==> config.mk <==
export PLATFORM = sky130hd
export DESIGN_NAME = hist_update_fsm
export DESIGN_NICKNAME = d
export VERILOG_FILES = /design/src/design/pulse_hist_types_pkg.sv /design/src/design/pulse_hist_ctrl_pkg.sv /design/src/design/hist_update_fsm.sv
export VERILOG_INCLUDE_DIRS = /design/src /design/src/design
export SDC_FILE = /design/constraint.sdc
export NUM_CORES = 1
export LEC_CHECK = 0
export ABC_AREA = 1
export BUFFER_PORTS_ARGS = -buffer_cell sky130_fd_sc_hd__buf_2
export CORE_ASPECT_RATIO = 1.75
export CORE_MARGIN = 8
export CORE_UTILIZATION = 51
export CTS_CLUSTER_DIAMETER = 80
export DETAILED_ROUTE_END_ITERATION = 10
export PLACE_DENSITY = 0.81
export SYNTH_ARGS = -nofsm -noshare
export SYNTH_HDL_FRONTEND = slang
export SYNTH_SLANG_ARGS = --single-unit
==> constraint.sdc <==
create_clock -name iClk -period 1.9 [get_ports iClk]
set_input_delay 0.57 -clock iClk [delete_from_list [all_inputs] [get_ports iClk]]
set_output_delay 0.57 -clock iClk [all_outputs]
set_load 0.01 [all_outputs]
==> src/design/pulse_hist_params.svh <==
`ifndef PULSE_HIST_PARAMS_SVH
`define PULSE_HIST_PARAMS_SVH

// Widths and depth shared by the histogram recorder.

// Bin number width with one bin per pulse height.
`define PH_ADDR_W 12

// Per-bin count width that wraps past all ones.
`define PH_CNT_W 16

// Acquisition window length in clock cycles.
`define PH_WIN_W 16

// One RAM word per bin.
`define PH_DEPTH 4096

`endif

==> src/design/pulse_hist_types_pkg.sv <==
`default_nettype none

`include "pulse_hist_params.svh"

package pulse_hist_types_pkg;

    // Histogram bin number that doubles as the RAM address.
    typedef logic [`PH_ADDR_W-1:0] bin_addr_t;

    // Count held in one bin.
    typedef logic [`PH_CNT_W-1:0] count_t;

    // Window length in clock cycles.
    typedef logic [`PH_WIN_W-1:0] win_len_t;

endpackage

`default_nettype wire

==> src/design/pulse_hist_ctrl_pkg.sv <==
`default_nettype none

package pulse_hist_ctrl_pkg;

    // Update FSM states.
    typedef enum logic [2:0] {
        UPD_IDLE,     // Waiting for an event or a host request.
        UPD_EVT_RD,   // Reading the bin count.
        UPD_EVT_WR,   // Writing the count plus one.
        UPD_EVT_ACK,  // Holding evt ack until req drops.
        UPD_HOST_RD,  // Reading the bin for the host.
        UPD_HOST_CLR, // Writing zero back.
        UPD_HOST_ACK  // Holding host ack until req drops.
    } upd_state_t;

    // RAM scheduler steps.
    typedef enum logic [1:0] {
        SCH_IDLE,   // No access in flight.
        SCH_ACCESS, // RAM addressed with the strobe high on writes.
        SCH_LATCH,  // Read data captured here.
        SCH_ACK     // Ack held through the release.
    } sched_step_t;

endpackage

`default_nettype wire

==> src/design/hist_update_fsm.sv <==
`timescale 1ns/10ps
`default_nettype none

module hist_update_fsm
    import pulse_hist_types_pkg::*;
    import pulse_hist_ctrl_pkg::*;
(
    input  logic      iClk,
    input  logic      iRst_N,
    input  logic      evt_req_i,      // Four-phase pulse event.
    input  bin_addr_t evt_bin_i,
    output logic      evt_ack_o,
    input  logic      host_req_i,     // Four-phase host readout.
    input  bin_addr_t host_bin_i,
    input  logic      host_clr_i,     // Zero the bin after reading.
    output logic      host_ack_o,
    output count_t    host_count_o,   // Valid while host_ack_o is high.
    input  logic      win_open_i,
    output logic      sch_wr_req_o,
    output logic      sch_rd_req_o,
    output bin_addr_t sch_addr_o,
    output count_t    sch_wdata_o,
    input  logic      sch_ack_i,
    input  count_t    sch_rdata_i
);

    upd_state_t state_q;

    always_ff @(posedge iClk or negedge iRst_N)
    begin
        if (!iRst_N)
        begin
            state_q      <= UPD_IDLE;
            evt_ack_o    <= 1'b0;
            host_ack_o   <= 1'b0;
            host_count_o <= '0;
            sch_wr_req_o <= 1'b0;
            sch_rd_req_o <= 1'b0;
            sch_addr_o   <= '0;
            sch_wdata_o  <= '0;
        end
        else
        begin
            case (state_q)
                UPD_IDLE:
                begin
                    if (evt_req_i && win_open_i)
                    begin
                        sch_addr_o   <= evt_bin_i;       // Events win over the host.
                        sch_rd_req_o <= 1'b1;
                        state_q      <= UPD_EVT_RD;
                    end
                    else if (evt_req_i)
                    begin
                        evt_ack_o <= 1'b1;               // Closed window is not counted.
                        state_q   <= UPD_EVT_ACK;
                    end
                    else if (host_req_i)
                    begin
                        sch_addr_o   <= host_bin_i;
                        sch_rd_req_o <= 1'b1;
                        state_q      <= UPD_HOST_RD;
                    end
                end
                UPD_EVT_RD:
                begin
                    if (sch_rd_req_o && sch_ack_i)
                    begin
                        sch_rd_req_o <= 1'b0;
                        sch_wdata_o  <= sch_rdata_i + 1'b1; // Wraps at all ones.
                    end
                    else if (!sch_rd_req_o && !sch_ack_i)
                    begin
                        sch_wr_req_o <= 1'b1;            // Write back the new count.
                        state_q      <= UPD_EVT_WR;
                    end
                end
                UPD_EVT_WR:
                begin
                    if (sch_wr_req_o && sch_ack_i)
                    begin
                        sch_wr_req_o <= 1'b0;
                    end
                    else if (!sch_wr_req_o && !sch_ack_i)
                    begin
                        evt_ack_o <= 1'b1;               // Count stored.
                        state_q   <= UPD_EVT_ACK;
                    end
                end
                UPD_EVT_ACK:
                begin
                    if (!evt_req_i)
                    begin
                        evt_ack_o <= 1'b0;               // Held until the source releases.
                        state_q   <= UPD_IDLE;
                    end
                end
                UPD_HOST_RD:
                begin
                    if (sch_rd_req_o && sch_ack_i)
                    begin
                        sch_rd_req_o <= 1'b0;
                        host_count_o <= sch_rdata_i;     // Count for the host.
                    end
                    else if (!sch_rd_req_o && !sch_ack_i && host_clr_i)
                    begin
                        sch_wdata_o  <= '0;
                        sch_wr_req_o <= 1'b1;            // Clear after reading.
                        state_q      <= UPD_HOST_CLR;
                    end
                    else if (!sch_rd_req_o && !sch_ack_i)
                    begin
                        host_ack_o <= 1'b1;
                        state_q    <= UPD_HOST_ACK;
                    end
                end
                UPD_HOST_CLR:
                begin
                    if (sch_wr_req_o && sch_ack_i)
                    begin
                        sch_wr_req_o <= 1'b0;
                    end
                    else if (!sch_wr_req_o && !sch_ack_i)
                    begin
                        host_ack_o <= 1'b1;              // Bin is zero now.
                        state_q    <= UPD_HOST_ACK;
                    end
                end
                UPD_HOST_ACK:
                begin
                    if (!host_req_i)
                    begin
                        host_ack_o <= 1'b0;
                        state_q    <= UPD_IDLE;
                    end
                end
                default:
                begin
                    state_q <= UPD_IDLE;
                end
            endcase
        end
    end

    // Only one port is served at a time.
    a_one_ack: assert property (@(posedge iClk) disable iff (!iRst_N)
        !(evt_ack_o && host_ack_o))
        else $error("hist_update_fsm: event and host acks high together");

endmodule

`default_nettype wire

# --- Word-level counts from Yosys, hierarchy flattened ---
# Cells that the tools add are included.
totals:
  register_bits: 51
  output_inout_bits: 48
op_classes:
  n_addsub: 1
  eq_ne: 28
  mux: 43
  reduce_logical: 26
op_table:
  columns: ["cell", "count"]
  rows:
  - ["16-bit two-way mux", 3]
  - ["3-bit two-way mux", 14]
  - ["12-bit two-way mux", 3]
  - ["16-bit one-hot mux with 2 select lines", 1]
  - ["2-bit != test, second input constant", 15]
  - ["3-bit one-hot mux with 7 select lines", 1]
  - ["1-bit two-way mux", 17]
  - ["16-bit by 1-bit adder with 16-bit output, second input constant", 1]
  - ["6-bit AND reduction", 2]
  - ["11-bit AND reduction", 1]
  - ["3-bit == test, second input constant", 3]
  - ["3-bit != test, second input constant", 3]
  - ["1-bit one-hot mux with 3 select lines", 3]
  - ["3-bit nonzero test", 3]
  - ["4-bit AND reduction", 2]
  - ["7-bit AND reduction", 1]
  - ["3-bit by 2-bit == test with 1-bit output, second input constant", 2]
  - ["1-bit logical AND", 6]
  - ["2-bit by 1-bit != test with 1-bit output, second input constant", 3]
  - ["2-bit nonzero test", 3]
  - ["4-bit != test, second input constant", 1]
  - ["2-bit OR reduction", 2]
  - ["3-bit by 1-bit == test with 1-bit output, second input constant", 1]
  - ["1-bit logical NOT", 3]
  - ["4 further kinds", 4]

# --- Depth between registers and ports, before layout ---
logic_depth:
  word_depth: 6
  mapped_depth: 10
  depth_no_buf: 9

# --- Least setup slack after synthesis ---
# OpenSTA, ideal clock, no wires.
synth_path:
  path_kind: "input to register"
  from: "input port sch_ack_i"
  to: "register sch_wdata_o[12]"
  setup_ns: 0.117
  arrival_ns: 1.330
  t_required_ns: 1.783
  slack_ns: 0.454
  stages: 6
  path_buffers: 1
  cell_sequence: "nand2_1 > nor3_4 > o21ai_4 > buf_6 > nand2_1 > nand2_1"
synth_between:
  elab_chain_cells: 5
  elab_cells_between_ends: 8
  classes_between: "3 x eq/ne; 5 x reduce/logical"
synth_rtl:
  columns: ["item", "line_no", "rtl"]
  rows:
  - ["start: declaration", "hist_update_fsm.sv:23", "input logic sch_ack_i,"]
  - ["1-bit logical NOT", "hist_update_fsm.sv:105", "else if (!sch_rd_req_o && !sch_ack_i && host_clr_i)"]
  - ["1-bit logical AND (2 in a row)", "hist_update_fsm.sv:105", null]
  - ["2-bit != test (no line)", null, null]
  - ["4-bit AND reduction (no line) *", null, null]
  - ["end signal: assignment", "hist_update_fsm.sv:70", "sch_wdata_o <= sch_rdata_i + 1'b1;"]
  - ["end: declaration", "hist_update_fsm.sv:22", "output count_t sch_wdata_o,"]
# Every way passes the cells marked *; elsewhere a longest branch is shown, timed or not.
# A chain may end at the register's enable or synchronous reset.

# --- Worst setup path after layout ---
layout_path:
  from: "register state_q[0]"
  to: "register sch_wdata_o[5]"
layout_between:
  elab_chain_cells: 3
  elab_cells_between_ends: 8
  classes_between: "5 x eq/ne; 1 x mux; 2 x reduce/logical"
layout_rtl:
  columns: ["item", "line_no", "rtl"]
  rows:
  - ["start: declaration", "hist_update_fsm.sv:27", "upd_state_t state_q;"]
  - ["start signal: assignment", "hist_update_fsm.sv:33", "state_q <= UPD_IDLE;"]
  - ["start signal: assignment", "hist_update_fsm.sv:51", "state_q <= UPD_EVT_RD;"]
  - ["start signal: assignment", "hist_update_fsm.sv:56", "state_q <= UPD_EVT_ACK;"]
  - ["3-bit by 1-bit == test with 1-bit output / 3-bit == test (equally long branches)", "hist_update_fsm.sv:44", "case (state_q)"]
  - ["2-bit != test (no line) / 2-bit nonzero test (equally long branches)", null, null]
  - ["4-bit AND reduction (no line)", null, null]
# Parallel ways exist; a longest one is shown, timed or not.

==> impl_results.md <==
* CTS root buf: clkbuf_8
* R2r worst-path depth at 6
* Max-cap violations at 0
* Global route overflow at 0
* Num ports at between 90 and 100
* Min-delay worst type: in -> async
* Met1 usage at about a fifth
* Multi-input gate area at 1350 µm²
* Area after DPL at roughly 3400 µm²
* Area grow syn2layout at 22.8%
* Avg Inst Size Synth at ~7.8 µm²
* Slew @ Worst Pin at 867 ps
* Dpl cells at 533
* Critical path class: reg -> reg
* Die Ht at between 100 and 150 µm
* Register area at 1280 µm²
* Mapped cell area at 2840 µm²
* Fill count at 533
* Most used cell, CP: nand2_1
* Core Box Area at ~5500 µm²
* DR WL/cell at 13.9 µm
* Final period utilization at ~88%
* Worst-path clk slew at around 90 ps
* Netlist cell types at 29
* # Post-CTS Setup Buffers at 0
* GR Layer Usage met2 at approximately 36%
* Largest cells by area after synthesis: dfrtp_1, nand2_1, nand3_1, mux2_2, o21ai_0
* Ys Warns at 0
* TritonCTS Buffers at 5
* Clk_skew at 9.30 ps
* Crit-path slowest cell: dfrtp_1
* Via Count at roughly 2.7k
* CP Launch Type: register
* Post-Synthesis Cells at approximately 370
* Crit. End Element: register
* M3 GR Usage at 4.80%
* DRT Pass-1 Iters at 5
* Most common library cell in the layout ignoring fill and taps: nand2_1
* Initial antenna violation count at 0
* Beginning of the critical path: state_q[0]
* IO buf count at between 90 and 100
* Largest net degree at the start of global routing at 37
* Worst Path Required at roughly 2100 ps
* Leakage at between 1.5 and 2 nW
* RR Startpoint: state_q[0]
* Hold buffer count at cts at 0
* Final Max Slew Viols at 0
* Final Non-Filler Cells at roughly 540
* Final ANT Viol Nets at 0
* Share of the synthesized area in the top cell type at 44.9%
* CTS Buffer Depth at 2
* Unrepaired setup endpoints after global routing: false
* Vias in the first global route at ~2.8k
* Final Cell Area at roughly 3500 µm²
* Setup TNS at 0 ps
* Normalized max-slew margin at 42.0%
* Critical Path Fanout Max at 16
* VDD IR max at a little over 0.7 mV
* Final Hold Violating Endpoints at 0
* Starting DRT DRC Count at ~220
* Max Clk Rate at 598 MHz
* Via density at 4.98
* Final critical-path required period at 1670 ps
* Setup slack, reg-to-reg at 230 ps
* # DRC at 0
* Initial core utilization at 51.7%
* RePlAce Congestion at 0.911
* Worst setup path end: sch_wdata_o[5]
* Worst EP arrival at ~1900 ps
* Layout Nets at 512
* Clk_lat worst skew at 300 ps
* Max incr delay on CP at around 700 ps
* Share of cells above drive strength 1 at between 20% and 30%
* CTS tree: yes
* GRT Total Usage at about a fifth
* Pwr per Cell Area at ~1400 nW/µm²
* Die Area at about 8300 µm²
* Final Setup Violations at 0
* Net Count, Synth at about 410
* Register area share after synthesis at 44.9%
* Antenna cell count at 0
* CP Cell Sequence: nor2_8, nand2_1, clkinv_2, o21ai_4, nand2_1, nand2_1
* Post-DP HPWL at about 6100 µm
* Die width at between 70 and 80 µm
* Post-cts sizing count at 0
* Rows at 36
* Status: completed
* Routed Wire Length at 7550 µm
* First-pass GRT wire length at approximately 13,000 µm
* R2R Path End: sch_wdata_o[5]
* Most frequent cells in the layout: nand2_1, buf_2, dfrtp_1, nand3_1, inv_1
* Synthesized flop and latch total at just over 50
* Busiest layer in global routing: met2
* Dominant cell type by area after synthesis: dfrtp_1
* CTS sink count at 51
* H-tree Lvls at 2
flip-flops by register name, summed over array words and instances (netlist names):
signal and cells:
sch_wr_req_o 1, host_count_o 16, sch_wdata_o 16, sch_rd_req_o 1
state_q 3, host_ack_o 1, evt_ack_o 1, sch_addr_o 12
how the worst min path moves through the flow:
stage | from | to | slack [ps] | cells past startpoint
floorplan | iRst_N | evt_ack_o | 270 | 0
global placement | host_ack_o | host_ack_o | 450 | 2
detailed placement | sch_wdata_o[6] | sch_wdata_o[6] | 460 | 2
CTS | iRst_N | sch_addr_o[1] | 200 | 1
global route | iRst_N | sch_addr_o[1] | 210 | 1
finish | iRst_N | sch_addr_o[1] | 190 | 1
stage by stage:
stage / utilization, % / total power [mW] / hold WS (ps) / worst slack [ps]
detailed placement: 61.8 / 4.27 / 456 / -66.3
finish: 63.5 / 4.87 / 190 / 229
floorplan: - / 3.45 / 274 / 454
global placement: 61.8 / 4.23 / 453 / -57.0
global route: 63.5 / 5.30 / 207 / 42.9
CTS: 63.5 / 4.93 / 196 / 211
Yosys cell counts (all sizes together):
library cell / number
nand2: 147
dfrtp: 51
nand3: 37
o21ai: 30
inv: 29
nor2: 25
mux2: 12
nand4: 11
buf: 10
nor3: 4
clkbuf: 2
clkinv: 2
or2: 2
xor2: 2
ha: 1
o21bai: 1
power breakdown:
part / switching [mW] / leakage, nW / total [mW] / internal [mW]
Clock: 0.348 / 0.0484 / 0.647 / 0.299
Combinational: 1.38 / 1.29 / 2.27 / 0.889
Sequential: 0.374 / 0.654 / 1.95 / 1.58
layer usage:
metal | part of all wire, % | routed length [µm]
met5 | 0 | 0
met4 | 2.0 | 148
met3 | 7.0 | 525
met2 | 54 | 4110
met1 | 37 | 2770
worst max-delay path, delay by kind of cell (launching register included):
kind                   cells  cell delay, ps
AOI/OAI and AO/OA          1             420
and+or+nand+nor            4             410
buffers and inverters      1             110
DFF                        1             680
cell families (layout without fill, tap and decap cells):
logic type | after synthesis | count (layout) | synth area share, %
mux | 12 | 12 | 4.75
compound gates | 31 | 31 | 6.07
fa+ha+maj | 1 | 1 | 0.440
xor+xnor | 2 | 2 | 0.616
flops | 51 | 51 | 44.9
buf+inv | 43 | 142 | 7.57
simple gates | 226 | 226 | 35.7
final cells by class:
class / count / area share, %
Multi-Input combinational cell: 272 / 38.7
Timing Repair Buffer: 103 / 15.8
Clock inverter: 1 / 0.251
Sequential cell: 51 / 36.6
Clock buffer: 7 / 2.47
Tap cell: 76 / 2.72
Inverter: 31 / 3.51
(Power assumes the default switching activity.)
