==> config.mk <==
export PLATFORM = sky130hd
export DESIGN_NAME = acq_window_timer
export DESIGN_NICKNAME = d
export VERILOG_FILES = /design/src/design/pulse_hist_types_pkg.sv /design/src/design/acq_window_timer.sv
export VERILOG_INCLUDE_DIRS = /design/src /design/src/design
export SDC_FILE = /design/constraint.sdc
export NUM_CORES = 1
export LEC_CHECK = 0
export BUFFER_PORTS_ARGS = -buffer_cell sky130_fd_sc_hd__buf_2
export CORE_AREA = 2 2 52 54
export CTS_BUF_LIST = sky130_fd_sc_hd__clkbuf_2
export CTS_CLUSTER_DIAMETER = 120
export CTS_CLUSTER_SIZE = 10
export DETAILED_ROUTE_END_ITERATION = 6
export DIE_AREA = 0 0 54 56
export PLACE_DENSITY = 0.73
export SLEW_MARGIN = 30
export SYNTH_ARGS = -nofsm -noshare
export SYNTH_HDL_FRONTEND = slang
export SYNTH_SLANG_ARGS = --single-unit
export TNS_END_PERCENT = 20
==> constraint.sdc <==
create_clock -name iClk -period 3.53 [get_ports iClk]
set_clock_uncertainty 0.1 [all_clocks]
set_input_delay 0.1765 -clock iClk [delete_from_list [all_inputs] [get_ports iClk]]
set_output_delay 0.1765 -clock iClk [all_outputs]
set_load 0.01 [all_outputs]
==> src/design/pulse_hist_params.svh <==
`ifndef PULSE_HIST_PARAMS_SVH
`define PULSE_HIST_PARAMS_SVH

// Widths and depth shared by the histogram recorder.

// Bin number width with one bin per pulse height.
`define PH_ADDR_W 12

// Per-bin count width that wraps past all ones.
`define PH_CNT_W 16

// Acquisition window length in clock cycles.
`define PH_WIN_W 16

// One RAM word per bin.
`define PH_DEPTH 4096

`endif

==> src/design/pulse_hist_types_pkg.sv <==
`default_nettype none

`include "pulse_hist_params.svh"

package pulse_hist_types_pkg;

    // Histogram bin number that doubles as the RAM address.
    typedef logic [`PH_ADDR_W-1:0] bin_addr_t;

    // Count held in one bin.
    typedef logic [`PH_CNT_W-1:0] count_t;

    // Window length in clock cycles.
    typedef logic [`PH_WIN_W-1:0] win_len_t;

endpackage

`default_nettype wire

==> src/design/acq_window_timer.sv <==
`timescale 1ns/10ps
`default_nettype none

module acq_window_timer
    import pulse_hist_types_pkg::*;
(
    input  logic     iClk,
    input  logic     iRst_N,
    input  logic     win_start_i,   // One-cycle start that also restarts an open window.
    input  win_len_t win_len_i,     // Sampled with win_start_i.
    output logic     win_open_o
);

    win_len_t remain_q;             // Cycles left in the window.

    always_ff @(posedge iClk or negedge iRst_N)
    begin
        if (!iRst_N)
        begin
            remain_q   <= '0;
            win_open_o <= 1'b0;
        end
        else if (win_start_i)
        begin
            remain_q   <= win_len_i;              // Load on start.
            win_open_o <= (win_len_i != '0);      // Zero length never opens.
        end
        else if (remain_q != '0)
        begin
            remain_q   <= remain_q - 1'b1;
            win_open_o <= (remain_q != win_len_t'(1)); // Last open cycle.
        end
    end

    // Output and counter agree at the window end.
    a_closed: assert property (@(posedge iClk) disable iff (!iRst_N)
        (remain_q == '0) |-> !win_open_o)
        else $error("acq_window_timer: window open with no cycles left");

endmodule

`default_nettype wire

## Yosys cells after proc, flatten, opt, wreduce, memory -nomap -nowiden

Cells that the tools add are included.
Widths: inputs -> output; s select.

- Flip-flop bits (word level): 17
- Word-level logic and storage cells: 11
- RAM bits: 0
- Bits in read-only memories: 0
- Latch bits: 0
- Memories: 0

- Equal/unequal tests: 1
- Shift-type cells: 0
- Multiplexer cells: 4
- Reductions and logical operators: 3
- Order comparisons: 0
- Div/mod/pow operators: 0
- Add/sub/neg operators: 1
- Bitwise gates (word level): 0
- Multiply operators: 0

Operators with widths:

| operator | count |
|---|---|
| $mux 16 | 2 |
| $reduce_bool 16->1 | 2 |
| $ne 16x1->1 const B | 1 |
| $sub 16x1->16 const B | 1 |
| $mux 1 | 2 |
| $reduce_bool 2->1 | 1 |

## Longest topological paths before layout

Gate-level depths: netlist of run 1.

- Depth in word-level cells: 3
- Gate-level depth with buffers: 6
- Mapped depth without buffers: 6

## Least setup slack after synthesis of run 1

No wires, ideal clock.

- Path kind: register -> register
- Start point: register remain_q[0]
- End point: register remain_q[14]
- Cell stages (with the launch flop): 7
- Required time: 3.306 ns
- Path buffers: 0
- Arrival: 1.683 ns
- Period minus slack after synthesis: 1.907 ns
- Library setup time: 0.124 ns
- Path slack: 1.623 ns
- Path through: dfrtp_1 > inv_1 > ha_1 > nor3b_2 > nand2_2 > o21a_1 > o31a_1

- Cells in the longest elaborated chain, start to end: 3
- Elaborated cells between the ends (all ways): 5
- Those cells by class: add/sub: 1; mux: 2; reduce/logical: 2

RTL lines:

| item | line | RTL |
|---|---|---|
| start, declared | acq_window_timer.sv:14 | `win_len_t remain_q;` |
| start signal, assigned | acq_window_timer.sv:25 | `remain_q <= win_len_i;` |
| start signal, assigned | acq_window_timer.sv:30 | `remain_q <= remain_q - 1'b1;` |
| $sub 16x1->16 | acq_window_timer.sv:30 |  |
| $mux 16 | acq_window_timer.sv:28 | `else if (remain_q != '0)` |
| $mux 16 | acq_window_timer.sv:23 | `else if (win_start_i)` |

Several ways; a longest one is shown, not always the timed one. The select of a mux whose other input is x is not followed.
A chain may end at the register's enable or synchronous reset.

## Final worst setup path of run 1

- Start point: register remain_q[1]
- End point: register remain_q[14]

The elaborated chain is that of the path after synthesis.

==> results.txt, run 1 <==
DRC errors left -> 0
Initial Utilization -> 0.449
clock buffer count from CTS -> 3
Util after Layout -> 0.552
FF+latch area -> 425 µm²
antenna-violating nets left -> 0
layout cell share with drive strength beyond 1 -> 0.203
CP required -> 3.63 ns
# diodes -> 0
TritonCTS Sinks -> 17
CP max FO -> 8
status -> finished clean
Net Count, Synth -> 143
H-Tree Depth -> 1
Port Buf Inserts -> 19
Period minus WS final -> 2.21 ns
global-route wire length before repair -> 4.64 mm
router iterations before antenna repair -> 4
CTS resizes -> 0
CP startpoint -> remain_q[1]
Synth Warn # -> 0
Max stage delay on crit path -> 0.47 ns
Worst path top cell family by delay -> simple AND/OR/NAND/NOR gates
cell count after synthesis -> 122
largest net degree at the start of global routing -> 31
setup repair bufs after CTS -> 0
leading cell type in the layout, fill and taps excluded -> nand2_1
initial antenna violation count -> 0
Mapped Area -> 1090 µm²
DIE AREA -> 3020 µm²
Worst Setup End Kind -> flip-flop
Yosys reg bits -> 17
routed len/inst -> 15.0 µm
internal reg-to-reg setup slack -> 1.32 ns
footprint of the multi-input gates -> 639 µm²
clock root buffer -> clkbuf_2
count of flip-flops with a built-in enable after synthesis -> 0
Die Height -> 56 µm
DIE WIDTH -> 54 µm
Core Rows -> 18
Arr. time, crit path -> 2.32 ns
first-iteration detailed-routing DRC count -> 16
clock tree buffer depth -> 2
CP max-delay cell -> nor3b_2
DP HPWL -> 1.97 mm
critical path type -> flip-flop to flip-flop
clock slew at reported path FFs -> 0.20 ns
register area share after synthesis -> 0.390
filler cell count -> 226
Setup-failing EPs final -> 0
Final Cell Area -> 1340 µm²
end of the worst register-to-register path -> remain_q[14]
CP bufs+invs -> 1
CTS tree -> done
cell breakdown of the critical path -> inv_1 -> ha_1 -> nor3b_2 -> nand2_2 -> o21a_1 -> o31a_1
max-slew violation count -> 0
cell area power density -> 331 nW/µm²
fmax -> 452 MHz
Worst IR Drop VDD -> 231 µV
Min-Delay Path Class -> input pin to flip-flop
most frequent cells in the layout -> nand2_1 (20), buf_2 (19), dfrtp_1 (17)
GR Util All Layers -> 0.204
Final GP Congestion -> 0.843
Yosys top cell by area -> dfrtp_1
Core Box Area -> 2430 µm²
via count -> 998
Post-CTS Hold Fix Bufs -> 11
number of global-route vias before repair -> 1,040
Area Growth Syn to Fin -> 23.1%
pre-CTS setup slack -> 1.37 ns
launching point of the worst reg2reg path -> remain_q[1]
top_reg_cell synth -> dfrtp_1
final hold viol count -> 0
CP Launch Type -> flip-flop
syn_area_per_cell -> 8.94 µm²
Max-cap violations -> 0
post-synthesis async set-or-reset flop share -> 1.00
relative slew slack -> 0.658
final worst slack -> 1.32 ns
Leakage -> 0.000532 µW
Synth cell types -> 35
final wirelength -> 2.75 mm
crit path capture -> remain_q[14]
Worst Reg-to-Reg Cells -> 6
Synth top area share -> 0.390
unrepaired setup endpoints after global routing -> no
Nets -> 175
Ports -> 20
Crit path depth -> 6
Worst-Margin Slew -> 0.514 ns
top post-synthesis cells by area -> dfrtp_1 (39%), nand2_1 (6.9%), xor2_1 (4.8%)
routed vias/inst -> 5.45
grt total ovfl -> 0
Tcrit/Tclk final -> 0.627
TNS Setup -> 0 ns
worst-skew pair later-pin latency -> 0.32 ns
Placed Area -> 1210 µm²
-- worst min-delay path, stage by stage --
cell	delay, ns
buf_2	0.09
nand2_1	0.05
o21ai_0	0.06
-- power by group --
group	switching (µW)	internal (µW)
Sequential	32.0	214
Clock	67.6	25.7
Combinational	52.3	52.5
Total	152	293
-- layer usage --
| metal | routed length (µm) | vias up | track usage | share of wire |
|---|---|---|---|---|
| met5 | 0 | - | 0 | 0 |
| met4 | 29 | 0 | 0.0357 | 0.011 |
| met3 | 111 | 2 | 0.0484 | 0.040 |
| met2 | 1340 | 23 | 0.331 | 0.49 |
| met1 | 1270 | 470 | 0.274 | 0.46 |
| li1 | - | 503 | - | - |
-- registers in the layout (all words and copies together) (netlist names) --
signal / flops
remain_q: 16
win_open_o: 1
-- synthesized netlist by cell type, types with 2 or more instances --
cell type and number:
nor3_1 3, xor2_1 6, a21oi_1 3, nand3_1 3
xnor2_1 3, dfrtp_1 17, o21ai_1 4, or4_1 2
o31ai_1 4, and2_1 2, nand4b_1 2, nor2_1 8
clkbuf_1 3, nand2b_1 3, nand2_1 20, o21ai_0 5
nor2b_1 2, o31a_1 3, nor4_1 8, inv_1 4
nor4_4 2, ha_1 2
-- metrics by stage --
stage | total power, µW | hold WS [ns] | std cells
4_1_cts | 444 | 0.0120 | 183
5_1_grt | 474 | 0.00681 | 183
3_3_place_gp | 339 | 0.0220 | 168
3_5_place_dp | 344 | 0.0213 | 168
6_report | 445 | 0.0104 | 183
2_1_floorplan | 309 | -0.219 | 122
-- cell type report --
cell class | count | area share
clock buffers | 3 | 0.0112
clock inverters | 1 | 0.00373
inverters | 4 | 0.0112
multi-input cells | 98 | 0.476
flip-flops and latches | 17 | 0.317
well taps | 30 | 0.0280
repair buffers | 30 | 0.153
-- kinds of logic after synthesis --
group	share of synthesized area
AO/OA/AOI/OAI	0.157
XOR/XNOR	0.0723
adder cells (fa/ha/maj)	0.0229
buffers and inverters	0.0241
flip-flops	0.390
AND/OR/NAND/NOR	0.334
-- worst min-delay path by stage --
stage / from / endpoint / slack [ns] / cells past startpoint
final: win_len_i[12] / remain_q[12] / 0.01 / 3
after global routing: win_len_i[10] / remain_q[10] / 0.007 / 3
after CTS: win_len_i[12] / remain_q[12] / 0.01 / 3
after detailed placement: iRst_N / remain_q[1] / 0.02 / 1
after global placement: iRst_N / remain_q[2] / 0.02 / 1
after floorplan: iRst_N / remain_q[0] / -0.22 / 0
(Power assumes the default switching activity.)
==> run 2: changes to the inputs <==
PLACE_DENSITY = 0.76   (was 0.73)
clock period = 2 ns   (was 3.53 ns; I/O delays follow)
==> run 2 against run 1 <==
Effect of this change:
- critical path depth is 2 lower
- count of clock-buffer cells in the layout is 1 higher
- final area increased by 6.8%
- first-iteration DRC count is 140% higher
- clock power rose by 71%
- critical path type unchanged
==> results.txt, run 2 (synthesis results as in run 1) <==
Inst Count DP -> 174 (+3.6%)
final wirelength -> 2.77 mm (+0.44%)
Worst IR Drop VDD -> 378 µV (+63%)
grt total ovfl -> 0 (unchanged)
Largest register FFs -> 16 (unchanged)
Worst-Margin Slew -> 0.428 ns (-0.0860 ns)
CP max-delay cell -> dfrtp_1
critical path type -> flip-flop to flip-flop
cell breakdown of the critical path -> nor4_2 -> nand2_1 -> o31a_1 -> a2111oi_2
final hold viol count -> 0 (unchanged)
DIE WIDTH -> 54 µm (unchanged)
Port Buf Inserts -> 19 (unchanged)
Max-cap violations -> 0 (unchanged)
clock root buffer -> clkbuf_2
Reg with most FFs -> remain_q
number of global-route vias before repair -> 1,065 (+2.4%)
Leakage -> 0.000582 µW (+9.4%)
first-iteration detailed-routing DRC count -> 38 (+22)
setup repair bufs after CTS -> 0 (unchanged)
unrepaired setup endpoints after global routing -> no
post-route insts no fill -> 193 (+5.5%)
via count -> 1,093 (+9.5%)
routed len/inst -> 14.3 µm (-4.8%)
antenna-violating nets left -> 0 (unchanged)
Area Growth Syn to Fin -> 31.4%
Worst path top cell family by delay -> compound AO/OA/AOI/OAI gates
layout cell share with drive strength beyond 1 -> 0.227 (+0.0244)
worst-skew pair later-pin latency -> 0.29 ns (-0.03 ns)
largest net degree at the start of global routing -> 19 (-39%)
initial antenna violation count -> 0 (unchanged)
routed vias/inst -> 5.66 (+3.8%)
leading cell type in the layout, fill and taps excluded -> nand2_1
cell area power density -> 560 nW/µm² (+69%)
clock slew at reported path FFs -> 0.16 ns (-0.04 ns)
Period minus WS final -> 1.89 ns (-0.325 ns)
most frequent cells in the layout -> nand2_1 (20), buf_2 (19), dfrtp_1 (17)
global-route wire length before repair -> 4.55 mm (-2.1%)
Nets -> 185 (+5.7%)
Final GP Congestion -> 0.812 (-3.6%)
Max stage delay on crit path -> 0.47 ns (about the same)
pre-CTS setup slack -> 0.135 ns (-1.23 ns)
TritonCTS Sinks -> 17 (unchanged)
Core Box Area -> 2430 µm² (unchanged)
router iterations before antenna repair -> 4 (unchanged)
Setup-failing EPs final -> 0 (unchanged)
DRC errors left -> 0 (unchanged)
Min-Delay Path Class -> input pin to flip-flop
final worst slack -> 0.112 ns (-1.21 ns)
TNS Setup -> 0 ns (unchanged)
Initial Utilization -> 0.449 (unchanged)
# diodes -> 0 (unchanged)
Ports -> 20 (unchanged)
clock tree buffer depth -> 2 (unchanged)
CP required -> 2.10 ns (-1.53 ns)
relative slew slack -> 0.712 (+0.0547)
H-Tree Depth -> 1 (unchanged)
CP bufs+invs -> 0 (-1)
max-slew violation count -> 0 (unchanged)
clock buffer count from CTS -> 3 (unchanged)
Arr. time, crit path -> 1.99 ns (-0.33 ns)
CTS tree -> done
DP HPWL -> 2.01 mm (+2.1%)
Core Rows -> 18 (unchanged)
DIE AREA -> 3020 µm² (unchanged)
status -> finished clean
CP Launch Type -> flip-flop
Tcrit/Tclk final -> 0.944 (+0.317)
fmax -> 530 MHz (+17%)
Largest regs -> remain_q (16), win_open_o (1)
GR Util All Layers -> 0.203 (-0.000644)
Die Height -> 56 µm (unchanged)
Worst Setup End Kind -> flip-flop
CP max FO -> 4 (-4)
run 2: cell types whose count changed in the layout (fill, tap and decap cells not counted), sizes merged:
cell | before | now
dlygate4sd3 | 11 | 15
buf | 19 | 25
clkbuf | 3 | 4
clkinv | 1 | 0
run 2: path summary, 6_finish.rpt:
kind	start	to	depth (start not counted)	slack [ns]
worst max register to register	remain_q[9]	remain_q[15]	4	0.11
max in group asynchronous	iRst_N	remain_q[12]	2	1.41
worst max-delay path	remain_q[9]	remain_q[15]	4	0.11
worst min-delay path	win_len_i[14]	remain_q[14]	3	0.05
worst min register to register	win_open_o	win_open_o	2	0.46
min in group asynchronous	iRst_N	remain_q[1]	2	0.12
run 2: per-stage QoR:
step,util,power [µW],area (µm²),hold slack [ns]
6_report,0.590,803,1430,0.0482
4_1_cts,0.587,801,1430,0.0454
5_1_grt,0.590,857,1430,0.0471
3_5_place_dp,0.517,620,1260,-0.0585
2_1_floorplan,-,545,1090,-0.296
3_3_place_gp,0.517,612,1260,-0.0567
run 2: worst min-delay path, stage by stage:
cell and delay, ns:
buf_2 0.07, nand2b_1 0.12, o31a_1 0.13
run 2: layout make-up:
type,instances,area [µm²]
Clock buffer,4,20.0
Fill cell,206,998
Inverter,4,15.0
Multi-Input combinational cell,98,646
Sequential cell,17,425
Tap cell,30,37.5
Timing Repair Buffer,40,290
run 2: power by group:
| group | internal [µW] | switching (µW) |
|---|---|---|
| clock | 53.0 | 107 |
| combinational | 111 | 95.8 |
| sequential | 378 | 57.4 |
run 2: routing by layer:
metal | global-route usage | wire, µm | vias to the layer above
li1 | - | - | 526
met1 | 0.240 | 1180 | 516
met2 | 0.336 | 1380 | 41
met3 | 0.0323 | 119 | 10
met4 | 0.114 | 80 | 0
met5 | 0 | 0 | -
run 2: timing repair:
action / CTS / global route
endpoints found under the setup margin: 0 / 2
endpoints found under the hold margin: 31 / 0
resized for setup: 0 / 1
hold buffers: 15 / 0
