**config.mk**
```make
export PLATFORM = sky130hd
export DESIGN_NAME = bram_schedule
export DESIGN_NICKNAME = d
export VERILOG_FILES = /design/src/design/pulse_hist_types_pkg.sv /design/src/design/pulse_hist_ctrl_pkg.sv /design/src/design/bram_schedule.sv
export VERILOG_INCLUDE_DIRS = /design/src /design/src/design
export SDC_FILE = /design/constraint.sdc
export NUM_CORES = 1
export LEC_CHECK = 0
export ABC_CLOCK_PERIOD_IN_PS = 1490
export BUFFER_PORTS_ARGS = -buffer_cell sky130_fd_sc_hd__buf_2
export CAP_MARGIN = 10
export CORE_MARGIN = 5
export CORE_UTILIZATION = 40
export DETAILED_ROUTE_END_ITERATION = 10
export GPL_ROUTABILITY_DRIVEN = 0
export PLACE_DENSITY = 0.81
export SYNTH_ARGS = -nofsm -noshare
export SYNTH_HDL_FRONTEND = slang
export SYNTH_SLANG_ARGS = --single-unit
```
**constraint.sdc**
```tcl
create_clock -name iClk -period 1.49 [get_ports iClk]
set_clock_uncertainty 0.05 [all_clocks]
set_input_delay 0.0745 -clock iClk [delete_from_list [all_inputs] [get_ports iClk]]
set_output_delay 0.0745 -clock iClk [all_outputs]
set_load 0.03 [all_outputs]
```
**src/design/pulse_hist_params.svh**
```systemverilog
`ifndef PULSE_HIST_PARAMS_SVH
`define PULSE_HIST_PARAMS_SVH

// Widths and depth shared by the histogram recorder.

// Bin number width with one bin per pulse height.
`define PH_ADDR_W 12

// Per-bin count width that wraps past all ones.
`define PH_CNT_W 16

// Acquisition window length in clock cycles.
`define PH_WIN_W 16

// One RAM word per bin.
`define PH_DEPTH 4096

`endif

```
**src/design/pulse_hist_types_pkg.sv**
```systemverilog
`default_nettype none

`include "pulse_hist_params.svh"

package pulse_hist_types_pkg;

    // Histogram bin number that doubles as the RAM address.
    typedef logic [`PH_ADDR_W-1:0] bin_addr_t;

    // Count held in one bin.
    typedef logic [`PH_CNT_W-1:0] count_t;

    // Window length in clock cycles.
    typedef logic [`PH_WIN_W-1:0] win_len_t;

endpackage

`default_nettype wire

```
**src/design/pulse_hist_ctrl_pkg.sv**
```systemverilog
`default_nettype none

package pulse_hist_ctrl_pkg;

    // Update FSM states.
    typedef enum logic [2:0] {
        UPD_IDLE,     // Waiting for an event or a host request.
        UPD_EVT_RD,   // Reading the bin count.
        UPD_EVT_WR,   // Writing the count plus one.
        UPD_EVT_ACK,  // Holding evt ack until req drops.
        UPD_HOST_RD,  // Reading the bin for the host.
        UPD_HOST_CLR, // Writing zero back.
        UPD_HOST_ACK  // Holding host ack until req drops.
    } upd_state_t;

    // RAM scheduler steps.
    typedef enum logic [1:0] {
        SCH_IDLE,   // No access in flight.
        SCH_ACCESS, // RAM addressed with the strobe high on writes.
        SCH_LATCH,  // Read data captured here.
        SCH_ACK     // Ack held through the release.
    } sched_step_t;

endpackage

`default_nettype wire

```
**src/design/bram_schedule.sv**
```systemverilog
`timescale 1ns/10ps
`default_nettype none

module bram_schedule
    import pulse_hist_types_pkg::*;
    import pulse_hist_ctrl_pkg::*;
(
    input  logic      iClk,
    input  logic      iRst_N,
    input  logic      wr_req_i,     // Four-phase write request.
    input  logic      rd_req_i,     // Four-phase read request.
    input  bin_addr_t addr_i,
    input  count_t    wdata_i,
    output logic      ack_o,
    output count_t    rdata_o,      // Valid while ack_o is high.
    output bin_addr_t ram_addr_o,
    output count_t    ram_wdata_o,
    output logic      ram_we_o,
    input  count_t    ram_rdata_i   // One cycle behind ram_addr_o.
);

    sched_step_t step_q;

    always_ff @(posedge iClk or negedge iRst_N)
    begin
        if (!iRst_N)
        begin
            step_q      <= SCH_IDLE;
            ram_addr_o  <= '0;
            ram_wdata_o <= '0;
            ram_we_o    <= 1'b0;
            rdata_o     <= '0;
            ack_o       <= 1'b0;
        end
        else
        begin
            case (step_q)
                SCH_IDLE:
                begin
                    if (wr_req_i || rd_req_i)
                    begin
                        ram_addr_o  <= addr_i;      // Drive address and data.
                        ram_wdata_o <= wdata_i;
                        ram_we_o    <= wr_req_i;    // Strobe only on writes.
                        step_q      <= SCH_ACCESS;
                    end
                end
                SCH_ACCESS:
                begin
                    ram_we_o <= 1'b0;               // One-cycle write strobe.
                    step_q   <= SCH_LATCH;          // Read data lands next cycle.
                end
                SCH_LATCH:
                begin
                    if (rd_req_i)
                    begin
                        rdata_o <= ram_rdata_i;     // Capture registered RAM output.
                    end
                    else
                    begin
                        ack_o <= 1'b1;              // Write is done already.
                    end
                    step_q <= SCH_ACK;
                end
                SCH_ACK:
                begin
                    if (!ack_o)
                    begin
                        ack_o <= 1'b1;              // Read ack one cycle after the latch.
                    end
                    else if (!wr_req_i && !rd_req_i)
                    begin
                        ack_o  <= 1'b0;             // Close handshake on release.
                        step_q <= SCH_IDLE;
                    end
                end
                default:
                begin
                    step_q <= SCH_IDLE;
                end
            endcase
        end
    end

    // The FSM issues one kind of access at a time.
    a_one_req: assert property (@(posedge iClk) disable iff (!iRst_N)
        !(wr_req_i && rd_req_i))
        else $error("bram_schedule: write and read requested together");

    // Ack drops only once the requester has released.
    a_ack_release: assert property (@(posedge iClk) disable iff (!iRst_N)
        $fell(ack_o) |-> $past(!wr_req_i && !rd_req_i))
        else $error("bram_schedule: ack fell while a request was high");

endmodule

`default_nettype wire

```
[After elaboration in Yosys (flattened, before gate mapping)]
Cells that the tools add are included.
Word-level totals
  register bits after elaboration: 48
  bits of input ports: 48
  output and inout bits: 46
  logic and storage cells: 35
Operators by class
  eq/ne operators: 7
  mux-type cells: 10
  reductions and logical operators: 12
Operators by type and width (number)
  2-bit inequality test (second input constant): 4
  2-bit case mux with 4 select lines: 1
  2-bit AND reduction: 4
  2-bit 2-to-1 mux: 3
  2-bit equality test (second input constant): 2
  1-bit 2-to-1 mux: 4
  1-bit case mux with 2 select lines: 2
  2-bit nonzero test: 2
  3-bit AND reduction: 1
  2-bit by 1-bit equality test with 1-bit output (second input constant): 1
  1-bit logical NOT: 2
  2-bit logical NOT: 1
  1-bit logical AND: 1
  1-bit logical OR: 1

[Depth between registers and ports, before layout]
Gate-level depths: netlist (run 1).
  depth after elaboration: 5
  gate-level depth with buffers: 6
  depth with buffers taken out: 5

[Worst setup path after synthesis (run 1)]
No wires, ideal clock.
  path kind: reg-to-reg
  start: register ack_o
  end: register step_q[1]
  setup time: 128 ps
  arrival: 1403 ps
  required time: 1312 ps
  path slack: -91 ps
  cell stages (with the launch flop): 4
  buffers on the path: 0
  period minus slack after synthesis: 1581 ps
  cell sequence: dfrtp_1 -> or3b_1 -> a21oi_2 -> mux2_1
Between the ends
  word-level cells in the longest chain between the ends: 2
Ends and longest elaborated chain
  start, declared: RTL line bram_schedule.sv:14  | output logic ack_o,
  start signal, assigned: RTL line bram_schedule.sv:33  | ack_o <= 1'b0;
  start signal, assigned: RTL line bram_schedule.sv:61  | ack_o <= 1'b1;
  start signal, assigned: RTL line bram_schedule.sv:69  | ack_o <= 1'b1;
  2-bit inequality test (no source line)
  3-bit AND reduction (no source line)
  end signal, assigned: RTL line bram_schedule.sv:28  | step_q <= SCH_IDLE;
  end signal, assigned: RTL line bram_schedule.sv:45  | step_q <= SCH_ACCESS;
  end signal, assigned: RTL line bram_schedule.sv:51  | step_q <= SCH_LATCH;
  end, declared: RTL line bram_schedule.sv:22  | sched_step_t step_q;
Every way passes these cells.
A chain may end at the register's enable or synchronous reset.

[Worst setup path after layout (run 1)]
  start: register step_q[1]
  end: register ram_addr_o[4]
Between the ends
  word-level cells in the longest chain between the ends: 2
Ends and longest elaborated chain
  2-bit logical NOT: RTL line bram_schedule.sv:37  | case (step_q)
  2-bit AND reduction (no source line)
  end signal, assigned: RTL line bram_schedule.sv:42  | ram_addr_o <= addr_i;
  end, declared: RTL line bram_schedule.sv:16  | output bin_addr_t ram_addr_o,
Every way passes these cells.

==> results of run 1 <==
## per-stage QoR
stage / instance area, sq um / cells / utilization / total power [mW] / setup WS, ns
floorplan: 1919 / 118 / - / 4.793 / -0.009418
global placement: 2527 / 271 / 0.5423 / 5.832 / 0.03552
detailed placement: 2527 / 271 / 0.5423 / 5.939 / -0.02248
CTS: 3070 / 324 / 0.6588 / 6.788 / 0.003351
global route: 3208 / 328 / 0.6883 / 7.590 / -0.04856
finish: 3208 / 328 / 0.6883 / 7.208 / 0.002579
## registers in the layout, indices dropped and copies added, names as in the netlist
name         cells
ram_wdata_o     16
ram_addr_o      12
rdata_o         16
ram_we_o         1
ack_o            1
step_q           2
## worst register-to-register path, delay by kind of cell, from the launching register on
family	cells	cell delay, ns
adders and majority gates	1	0.17
muxes	1	0.34
buffers and inverters	2	0.29
DFF	1	0.41
AOI/OAI and AO/OA	1	0.12
## cell usage after synthesis
library cell	number	area share
inv_1	3	0.0059
buf_4	2	0.0079
nor3b_1	1	0.0039
buf_2	1	0.0026
a21oi_1	1	0.0026
mux2_2	44	0.26
o21ai_4	1	0.0085
a21oi_2	1	0.0046
or2_2	1	0.0033
ha_1	5	0.033
nor2_1	3	0.0059
a22o_1	2	0.0092
mux2i_1	1	0.0053
nand2_2	1	0.0033
or3b_1	1	0.0046
dfrtp_1	48	0.63
mux2_1	1	0.0059
a31oi_1	1	0.0033
## worst max path at each step
stage | slack, ns | to | start
after floorplan | -0.009 | step_q[1]$_DFFE_PN0P_ | ack_o$_DFFE_PN0P_
after global placement | 0.04 | step_q[1]$_DFFE_PN0P_ | step_q[1]$_DFFE_PN0P_
after detailed placement | -0.02 | step_q[1]$_DFFE_PN0P_ | step_q[1]$_DFFE_PN0P_
after CTS | 0.003 | step_q[1]$_DFFE_PN0P_ | step_q[1]$_DFFE_PN0P_
after global routing | -0.05 | ram_addr_o[3]$_DFFE_PN0P_ | step_q[1]$_DFFE_PN0P_
final | 0.003 | ram_addr_o[4]$_DFFE_PN0P_ | step_q[1]$_DFFE_PN0P_
## power by group
group	switching, mW	internal [mW]	leakage, nW	total, mW
logic	2.32	1.81	1.01	4.13
clock network	0.432	0.328	0.0479	0.760
registers	0.337	1.98	0.564	2.32
## placed cells by master (no fill, tap or decap), types with 3 or more instances in the layout
cell type / count
mux2_2: 29
buf_4: 7
clkbuf_8: 5
buf_2: 93
mux2_4: 15
ha_1: 3
buf_12: 3
dlygate4sd3_1: 45
dfrtp_1: 47
nor2_1: 3
## routing by layer
layer	up-vias	GRT usage	part of all wire
met5	-	0	0
met2	60	0.2769	0.52
met3	10	0.04195	0.061
li1	724	-	-
met1	748	0.1674	0.40
met4	0	0.05842	0.021
## layout make-up
cell class | count | area [sq um]
fillers | 316 | 1453
flip-flops and latches | 48 | 1202
repair buffers | 151 | 1090
multi-input cells | 64 | 749.5
clock buffers | 5 | 68.82
well taps | 54 | 67.56
clock inverters | 3 | 18.77
inverters | 3 | 11.26
## logic make-up after synthesis
kind of cell | count (synthesis) | synth area share
fa+ha+maj | 5 | 0.03283
mux | 46 | 0.2712
buf+inv | 6 | 0.01641
compound gates | 6 | 0.02824
flops | 48 | 0.6303
simple gates | 7 | 0.02102
## what timing repair did
item,in CTS,in global routing
endpoints found under the setup margin,1,44
hold endpoints to repair,62,0
gates cloned,0,3
pin swaps,0,1
setup buffers,0,1
hold buffers,45,0
resized for setup,1,18
==> flow_summary.yaml, run 1 <==
worst_hold_path:
  holdPathStages: 3
  hp-start: "wr_req_i"
  hold_path_end: "ack_o$_DFFE_PN0P_"
  hp-class: "in -> reg"
detailed_routing:
  via_per_inst: 4.701
  via_count: 1542
  routed_wl_mm: 5.292
  drtAntennaViolNets: 0
  first_pass_iters: 2
  routedWlPerCell_microns: 16.13
  drt_iter0_markers: 56
  route.detailed.drc: 0
die:
  initial_core_util: 0.4089
  core-area_sq_um: 4661
  rows: 25
  die_area_sq_um: 6244
  pin_count: 94
  die_w_microns: 79.02
  fp.dieH_microns: 79.02
critical_path:
  critPathKind: "reg -> reg"
  cp_max_fo: 7
  arrival_ns: 1.62
  critPathBufInv: 2
  r2r-end: "ram_addr_o[4]$_DFFE_PN0P_"
  start_kind: "flip-flop"
  crit_slowest_cell: "dfrtp_1"
  crit_path_max_incr_delay_ns: 0.41
  worstSetupEndpointType: "flip-flop"
  rrSetupSlack_ns: 0.003
  worstRegToRegCells: 5
  required_ns: 1.63
  worstPathCellList: "inv_2 > ha_4 > o21ai_4 > clkbuf_16 > mux2_2"
  crit_family: "flip-flops"
  reg2reg_from: "step_q[1]$_DFFE_PN0P_"
  crit_cells: 5
clocking:
  cts_root_buffer: "clkbuf_8"
  cts_max_level: 2
  cts.sinks: 48
  cts_tree: "done"
  cts.clk_slew.worst_paths_ns: 0.09
  numCtsBuffers: 5
  clk_path_buf_depth: 2
  insertion_delay_ns: 0.29
timing:
  rsz0062_at_grt: "yes"
  worst_hold_slack_ns: 0.1457
  hold_violations: 0
  min_period_ns: 1.487
  max_slew_margin: 0.6918
  tightest_slew_ns: 0.4623
  fin_crit_sh: 0.9983
  fin_setup_tns_ns: 0
  max_freq_mhz: 672.3
  setup_viol: 0
  slew_violations: 0
global_route:
  antenna_found_initial: 0
  grt_pass1_wl_mm: 7.348
  overflow: 0
  grt_max_degree: 29
  grt_pass1_vias: 1593
  globalRouteTotalUtil: 0.1522
flow_run:
  maxCapViolCount: 0
synth:
  synth.distinct_cells: 18
  synth.avg_cell_area_sq_um: 16.15
  syn_nets: 171
  synth_seq_cells: 48
  syn_area_sq_um: 1906
  ys_seq_area_frac: 0.6303
  syn_inst: 118
  synth_warnings: 0
finish:
  antenna_cells: 0
  syn2layout_area_growth_pct: 68.35
  final_nets: 326
  drive_above_1_share: 0.6095
outcome:
  outcome: "finished clean"
power_and_ir_drop:
  peakVddDrop_mv: 1.201
  power.density_nw_per_um2: 2247
  p_leak_nw: 1.618
place:
  portBuffers: 93
(Power assumes the default switching activity.)
==> run 2, diff against run 1 <==
--- a/config.mk
+++ b/config.mk
@@ -13,6 +13,7 @@
 export CORE_UTILIZATION = 40
 export DETAILED_ROUTE_END_ITERATION = 10
 export GPL_ROUTABILITY_DRIVEN = 0
+export MAX_ROUTING_LAYER = met4
 export PLACE_DENSITY = 0.81
 export SYNTH_ARGS = -nofsm -noshare
 export SYNTH_HDL_FRONTEND = slang
==> run 2 against run 1 <==
Via count increased by 0.19%. First-iteration DRC count is 8.9% lower. Critical endpoint unchanged. Cell count unchanged. Final area is the same. Largest cell class unchanged. Non-clock buffer count unchanged. Clock power hardly changed. Die area unchanged. Critical path depth unchanged. Highest routed layer unchanged. Flip-flop and latch count stayed put. Sequential power is essentially flat. Total power about the same. Maximum frequency barely moved.
==> flow_summary.yaml, run 2 (synthesized netlist as in run 1, its figures left out) <==
timing:
  rsz0062_at_grt: "yes"
  fin_crit_sh: 0.9982
  max_freq_mhz: 672.3
  fin_setup_tns_ns: 0
  worst_hold_slack_ns: 0.1457
  min_period_ns: 1.487
  hold_violations: 0
  worst_slack_ns: 0.002632
  setup_viol: 0
  tightest_slew_ns: 0.4630
  max_slew_margin: 0.6913
  slew_violations: 0
die:
  pin_count: 94
  rows: 25
  initial_core_util: 0.4089
  core-area_sq_um: 4661
  fp.dieH_microns: 79.02
  die_w_microns: 79.02
  die_area_sq_um: 6244
place:
  portBuffers: 93
  placed_area_sq_um: 2527
  dp_slack_ns: -0.02248
  placed_cells: 271
critical_path:
  critPathKind: "reg -> reg"
  required_ns: 1.63
  cp_max_fo: 7
  crit_family: "flip-flops"
  critPathBufInv: 2
  start_kind: "flip-flop"
  worstPathCellList: "inv_2 > ha_4 > o21ai_4 > clkbuf_16 > mux2_2"
  crit_slowest_cell: "dfrtp_1"
  arrival_ns: 1.62
  worstSetupEndpointType: "flip-flop"
  crit_path_max_incr_delay_ns: 0.41
clocking:
  numCtsBuffers: 5
  cts.sinks: 48
  cts_tree: "done"
  cts_max_level: 2
  cts_root_buffer: "clkbuf_8"
  insertion_delay_ns: 0.29
  cts.clk_slew.worst_paths_ns: 0.09
  clk_path_buf_depth: 2
global_route:
  globalRouteTotalUtil: 0.1562
  grt_pass1_vias: 1594
  grt_pass1_wl_mm: 7.355
  overflow: 0
  grt_max_degree: 29
  antenna_found_initial: 0
detailed_routing:
  route.detailed.drc: 0
  drtAntennaViolNets: 0
  drt_iter0_markers: 51
  first_pass_iters: 2
  routed_wl_mm: 5.299
  via_count: 1545
  via_per_inst: 4.710
  routedWlPerCell_microns: 16.16
finish:
  fin_util: 0.6883
  drive_above_1_share: 0.6095
  final_nets: 326
  multi_input_area_sq_um: 749.5
  syn2layout_area_growth_pct: 68.35
  final_area_sq_um: 3208
  layout_common_cells: "93 x buf_2, 47 x dfrtp_1, 45 x dlygate4sd3_1"
  ff_latch_area_sq_um: 1202
  fin_cells: 328
  top_regs: "ram_wdata_o (16), rdata_o (16), ram_addr_o (12)"
  layout_commonest_cell: "buf_2"
  antenna_cells: 0
  fillers: 316
power_and_ir_drop:
  peakVddDrop_mv: 1.201
  power_mw: 7.211
  power.density_nw_per_um2: 2248
  p_leak_nw: 1.618
flow_run:
  maxCapViolCount: 0
worst_hold_path:
  hp-class: "in -> reg"
outcome:
  outcome: "finished clean"
## run 2: cell counts in the layout (fill, tap and decap cells not counted)
Identical to the previous run, type by type.
## run 2: final cells by class
| cell class | count | share of cell area |
|---|---|---|
| Clock inverter | 3 | 0.005850 |
| Inverter | 3 | 0.003510 |
| Clock buffer | 5 | 0.02145 |
| Sequential cell | 48 | 0.3748 |
| Timing Repair Buffer | 151 | 0.3397 |
| Tap cell | 54 | 0.02106 |
| Multi-Input combinational cell | 64 | 0.2336 |
## run 2: report_power, final
| part | internal [mW] | switching, mW |
|---|---|---|
| clock network | 0.328 | 0.432 |
| registers | 1.98 | 0.338 |
| logic | 1.81 | 2.32 |
| total | 4.12 | 3.09 |
## run 2: what timing repair did
item	in CTS	in global routing
hold buffers	45	0
hold endpoints to repair	62	0
setup buffers	0	1
gates resized for setup	1	18
pin swaps	0	1
cloned	0	3
endpoints found under the setup margin	1	42
## run 2: worst min-delay path: stages
cell     delay, ns
buf_2         0.15
nor2_1        0.13
a31oi_1       0.10
## run 2: worst paths after layout
| path | depth (start not counted) | slack, ns | end | start |
|---|---|---|---|---|
| hold reg to reg | 1 | 0.45 | rdata_o[12]$_DFFE_PN0P_ | rdata_o[12]$_DFFE_PN0P_ |
| max in group asynchronous | 3 | 0.67 | ack_o$_DFFE_PN0P_ | iRst_N |
| min in group asynchronous | 2 | 0.21 | ram_addr_o[8]$_DFFE_PN0P_ | iRst_N |
| setup reg to reg | 5 | 0.003 | ram_addr_o[4]$_DFFE_PN0P_ | step_q[1]$_DFFE_PN0P_ |
| hold / removal | 3 | 0.15 | ack_o$_DFFE_PN0P_ | wr_req_i |
| setup / recovery | 5 | 0.003 | ram_addr_o[4]$_DFFE_PN0P_ | step_q[1]$_DFFE_PN0P_ |
## run 2: per-layer routing
metal | wire length (microns) | GRT usage
met1 | 2113 | 0.1667
met2 | 2754 | 0.2769
met3 | 321 | 0.04195
met4 | 110 | 0.05842
met5 | 0 | -
==> run 3, diff against run 2 <==
--- a/config.mk
+++ b/config.mk
@@ -6,7 +6,7 @@
 export SDC_FILE = /design/constraint.sdc
 export NUM_CORES = 1
 export LEC_CHECK = 0
-export ABC_CLOCK_PERIOD_IN_PS = 1490
+export ABC_CLOCK_PERIOD_IN_PS = 1600
 export BUFFER_PORTS_ARGS = -buffer_cell sky130_fd_sc_hd__buf_2
 export CAP_MARGIN = 10
 export CORE_MARGIN = 5
@@ -14,7 +14,7 @@
 export DETAILED_ROUTE_END_ITERATION = 10
 export GPL_ROUTABILITY_DRIVEN = 0
 export MAX_ROUTING_LAYER = met4
-export PLACE_DENSITY = 0.81
+export PLACE_DENSITY = 0.78
 export SYNTH_ARGS = -nofsm -noshare
 export SYNTH_HDL_FRONTEND = slang
 export SYNTH_SLANG_ARGS = --single-unit
==> constraint.sdc (replaced) <==
create_clock -name iClk -period 1.6 [get_ports iClk]
set_clock_uncertainty 0.05 [all_clocks]
set_input_delay 0.08 -clock iClk [delete_from_list [all_inputs] [get_ports iClk]]
set_output_delay 0.08 -clock iClk [all_outputs]
set_load 0.03 [all_outputs]
==> run 3 against run 2 <==
Utilization down 3.1 points. Sequential share of layout area up 1.7 points. Combinational power down 18%.
==> flow_summary.yaml, run 3 (synthesized netlist as in run 1, its figures left out) <==
outcome:
  outcome: "finished clean"
finish:
  fin_cells: 320
  syn2layout_area_growth_pct: 60.87
  top_regs: "ram_wdata_o (16), rdata_o (16), ram_addr_o (12)"
  drive_above_1_share: 0.5865
  final_nets: 318
  layout_common_cells: "93 x buf_2, 48 x dfrtp_1, 45 x dlygate4sd3_1"
  layout_commonest_cell: "buf_2"
  antenna_cells: 0
critical_path:
  cp_max_fo: 4
  crit_path_max_incr_delay_ns: 0.39
  worstSetupEndpointType: "flip-flop"
  arrival_ns: 1.64
  critPathKind: "reg -> reg"
  crit_slowest_cell: "dfrtp_1"
  crit_family: "flip-flops"
  rrSetupSlack_ns: 0.09
  worstPathCellList: "inv_1 > ha_2 > nor3b_2 > a21oi_2 > mux2_1"
  start_kind: "flip-flop"
  critPathBufInv: 1
  required_ns: 1.73
timing:
  worst_hold_slack_ns: 0.1496
  fin_crit_sh: 0.9419
  hold_violations: 0
  fin_setup_tns_ns: 0
  min_period_ns: 1.507
  slew_violations: 0
  tightest_slew_ns: 0.5861
  rsz0062_at_grt: "no"
  max_freq_mhz: 663.5
  setup_viol: 0
  max_slew_margin: 0.6093
  worst_slack_ns: 0.09288
place:
  placed_cells: 266
  dp_slack_ns: 0.01390
  portBuffers: 93
  post-dp-hpwl_mm: 3.017
flow_run:
  maxCapViolCount: 0
global_route:
  overflow: 0
  antenna_found_initial: 0
  grt_pass1_wl_mm: 7.741
  grt_max_degree: 49
  grt_pass1_vias: 1635
  globalRouteTotalUtil: 0.1646
die:
  core-area_sq_um: 4661
  rows: 25
  fp.dieH_microns: 79.02
  initial_core_util: 0.4089
  pin_count: 94
  die_w_microns: 79.02
  die_area_sq_um: 6244
clocking:
  cts_root_buffer: "clkbuf_8"
  cts.sinks: 48
  cts_tree: "done"
  numCtsBuffers: 5
  cts.clk_slew.worst_paths_ns: 0.09
  insertion_delay_ns: 0.29
  clk_path_buf_depth: 2
  cts_max_level: 2
worst_hold_path:
  hp-class: "in -> reg"
power_and_ir_drop:
  p_leak_nw: 1.505
  peakVddDrop_mv: 1.188
  power_mw: 6.441
  power.density_nw_per_um2: 2101
detailed_routing:
  first_pass_iters: 4
  route.detailed.drc: 0
  routed_wl_mm: 4.696
  drt_iter0_markers: 24
  drtAntennaViolNets: 0
  via_count: 1498
  routedWlPerCell_microns: 14.68
  via_per_inst: 4.681
## run 3: changes by cell type in the layout (fill, tap and decap cells not counted), sizes merged
cell	delta
bufinv	+1
clkinv	-2
clkbuf	-1
buf	-6
## run 3: path summary, 6_finish.rpt
kind,startpoint,depth (start not counted),end
max,step_q[1]$_DFFE_PN0P_,5,step_q[1]$_DFFE_PN0P_
min,wr_req_i,3,ack_o$_DFFE_PN0P_
max reg2reg,step_q[1]$_DFFE_PN0P_,5,step_q[1]$_DFFE_PN0P_
min reg2reg,rdata_o[10]$_DFFE_PN0P_,1,rdata_o[10]$_DFFE_PN0P_
max in group asynchronous,iRst_N,3,rdata_o[15]$_DFFE_PN0P_
min in group asynchronous,iRst_N,3,ram_wdata_o[15]$_DFFE_PN0P_
## run 3: per-stage QoR
stage	cell area, sq um	util
3_5_place_dp	2474	0.5307
4_1_cts	3045	0.6534
2_1_floorplan	1906	-
5_1_grt	3065	0.6577
6_report	3065	0.6577
3_3_place_gp	2474	0.5307
## run 3: repair_timing
item,4_1_cts,5_1_grt
hold buffers,45,0
hold endpoints to repair,92,0
setup buffers,0,1
gates resized for setup,0,3
endpoints found under the setup margin,0,40
## run 3: cell type report
| class | instances | area [sq um] |
|---|---|---|
| fillers | 338 | 1595 |
| flip-flops and latches | 48 | 1201 |
| repair buffers | 143 | 978.4 |
| multi-input cells | 64 | 685.7 |
| clock buffers | 6 | 82.58 |
| well taps | 54 | 67.56 |
| clock inverters | 2 | 38.79 |
| inverters | 3 | 11.26 |
## run 3: layer usage
metal / up-vias / GRT usage / wire (microns)
met4: 0 / 0.05842 / 88
met2: 52 / 0.2980 / 2621
met3: 10 / 0.03741 / 200
li1: 710 / - / -
met1: 726 / 0.1762 / 1786
met5: - / - / 0
## run 3: tightest hold or removal path, stage by stage
cell and delay [ns]:
buf_2 0.14, nor2_1 0.14, a31oi_1 0.10
## run 3: where the power goes
group / internal [mW] / switching (mW) / total [mW]
clock: 0.511 / 0.397 / 0.908
combinational: 1.37 / 2.02 / 3.39
sequential: 1.84 / 0.304 / 2.14
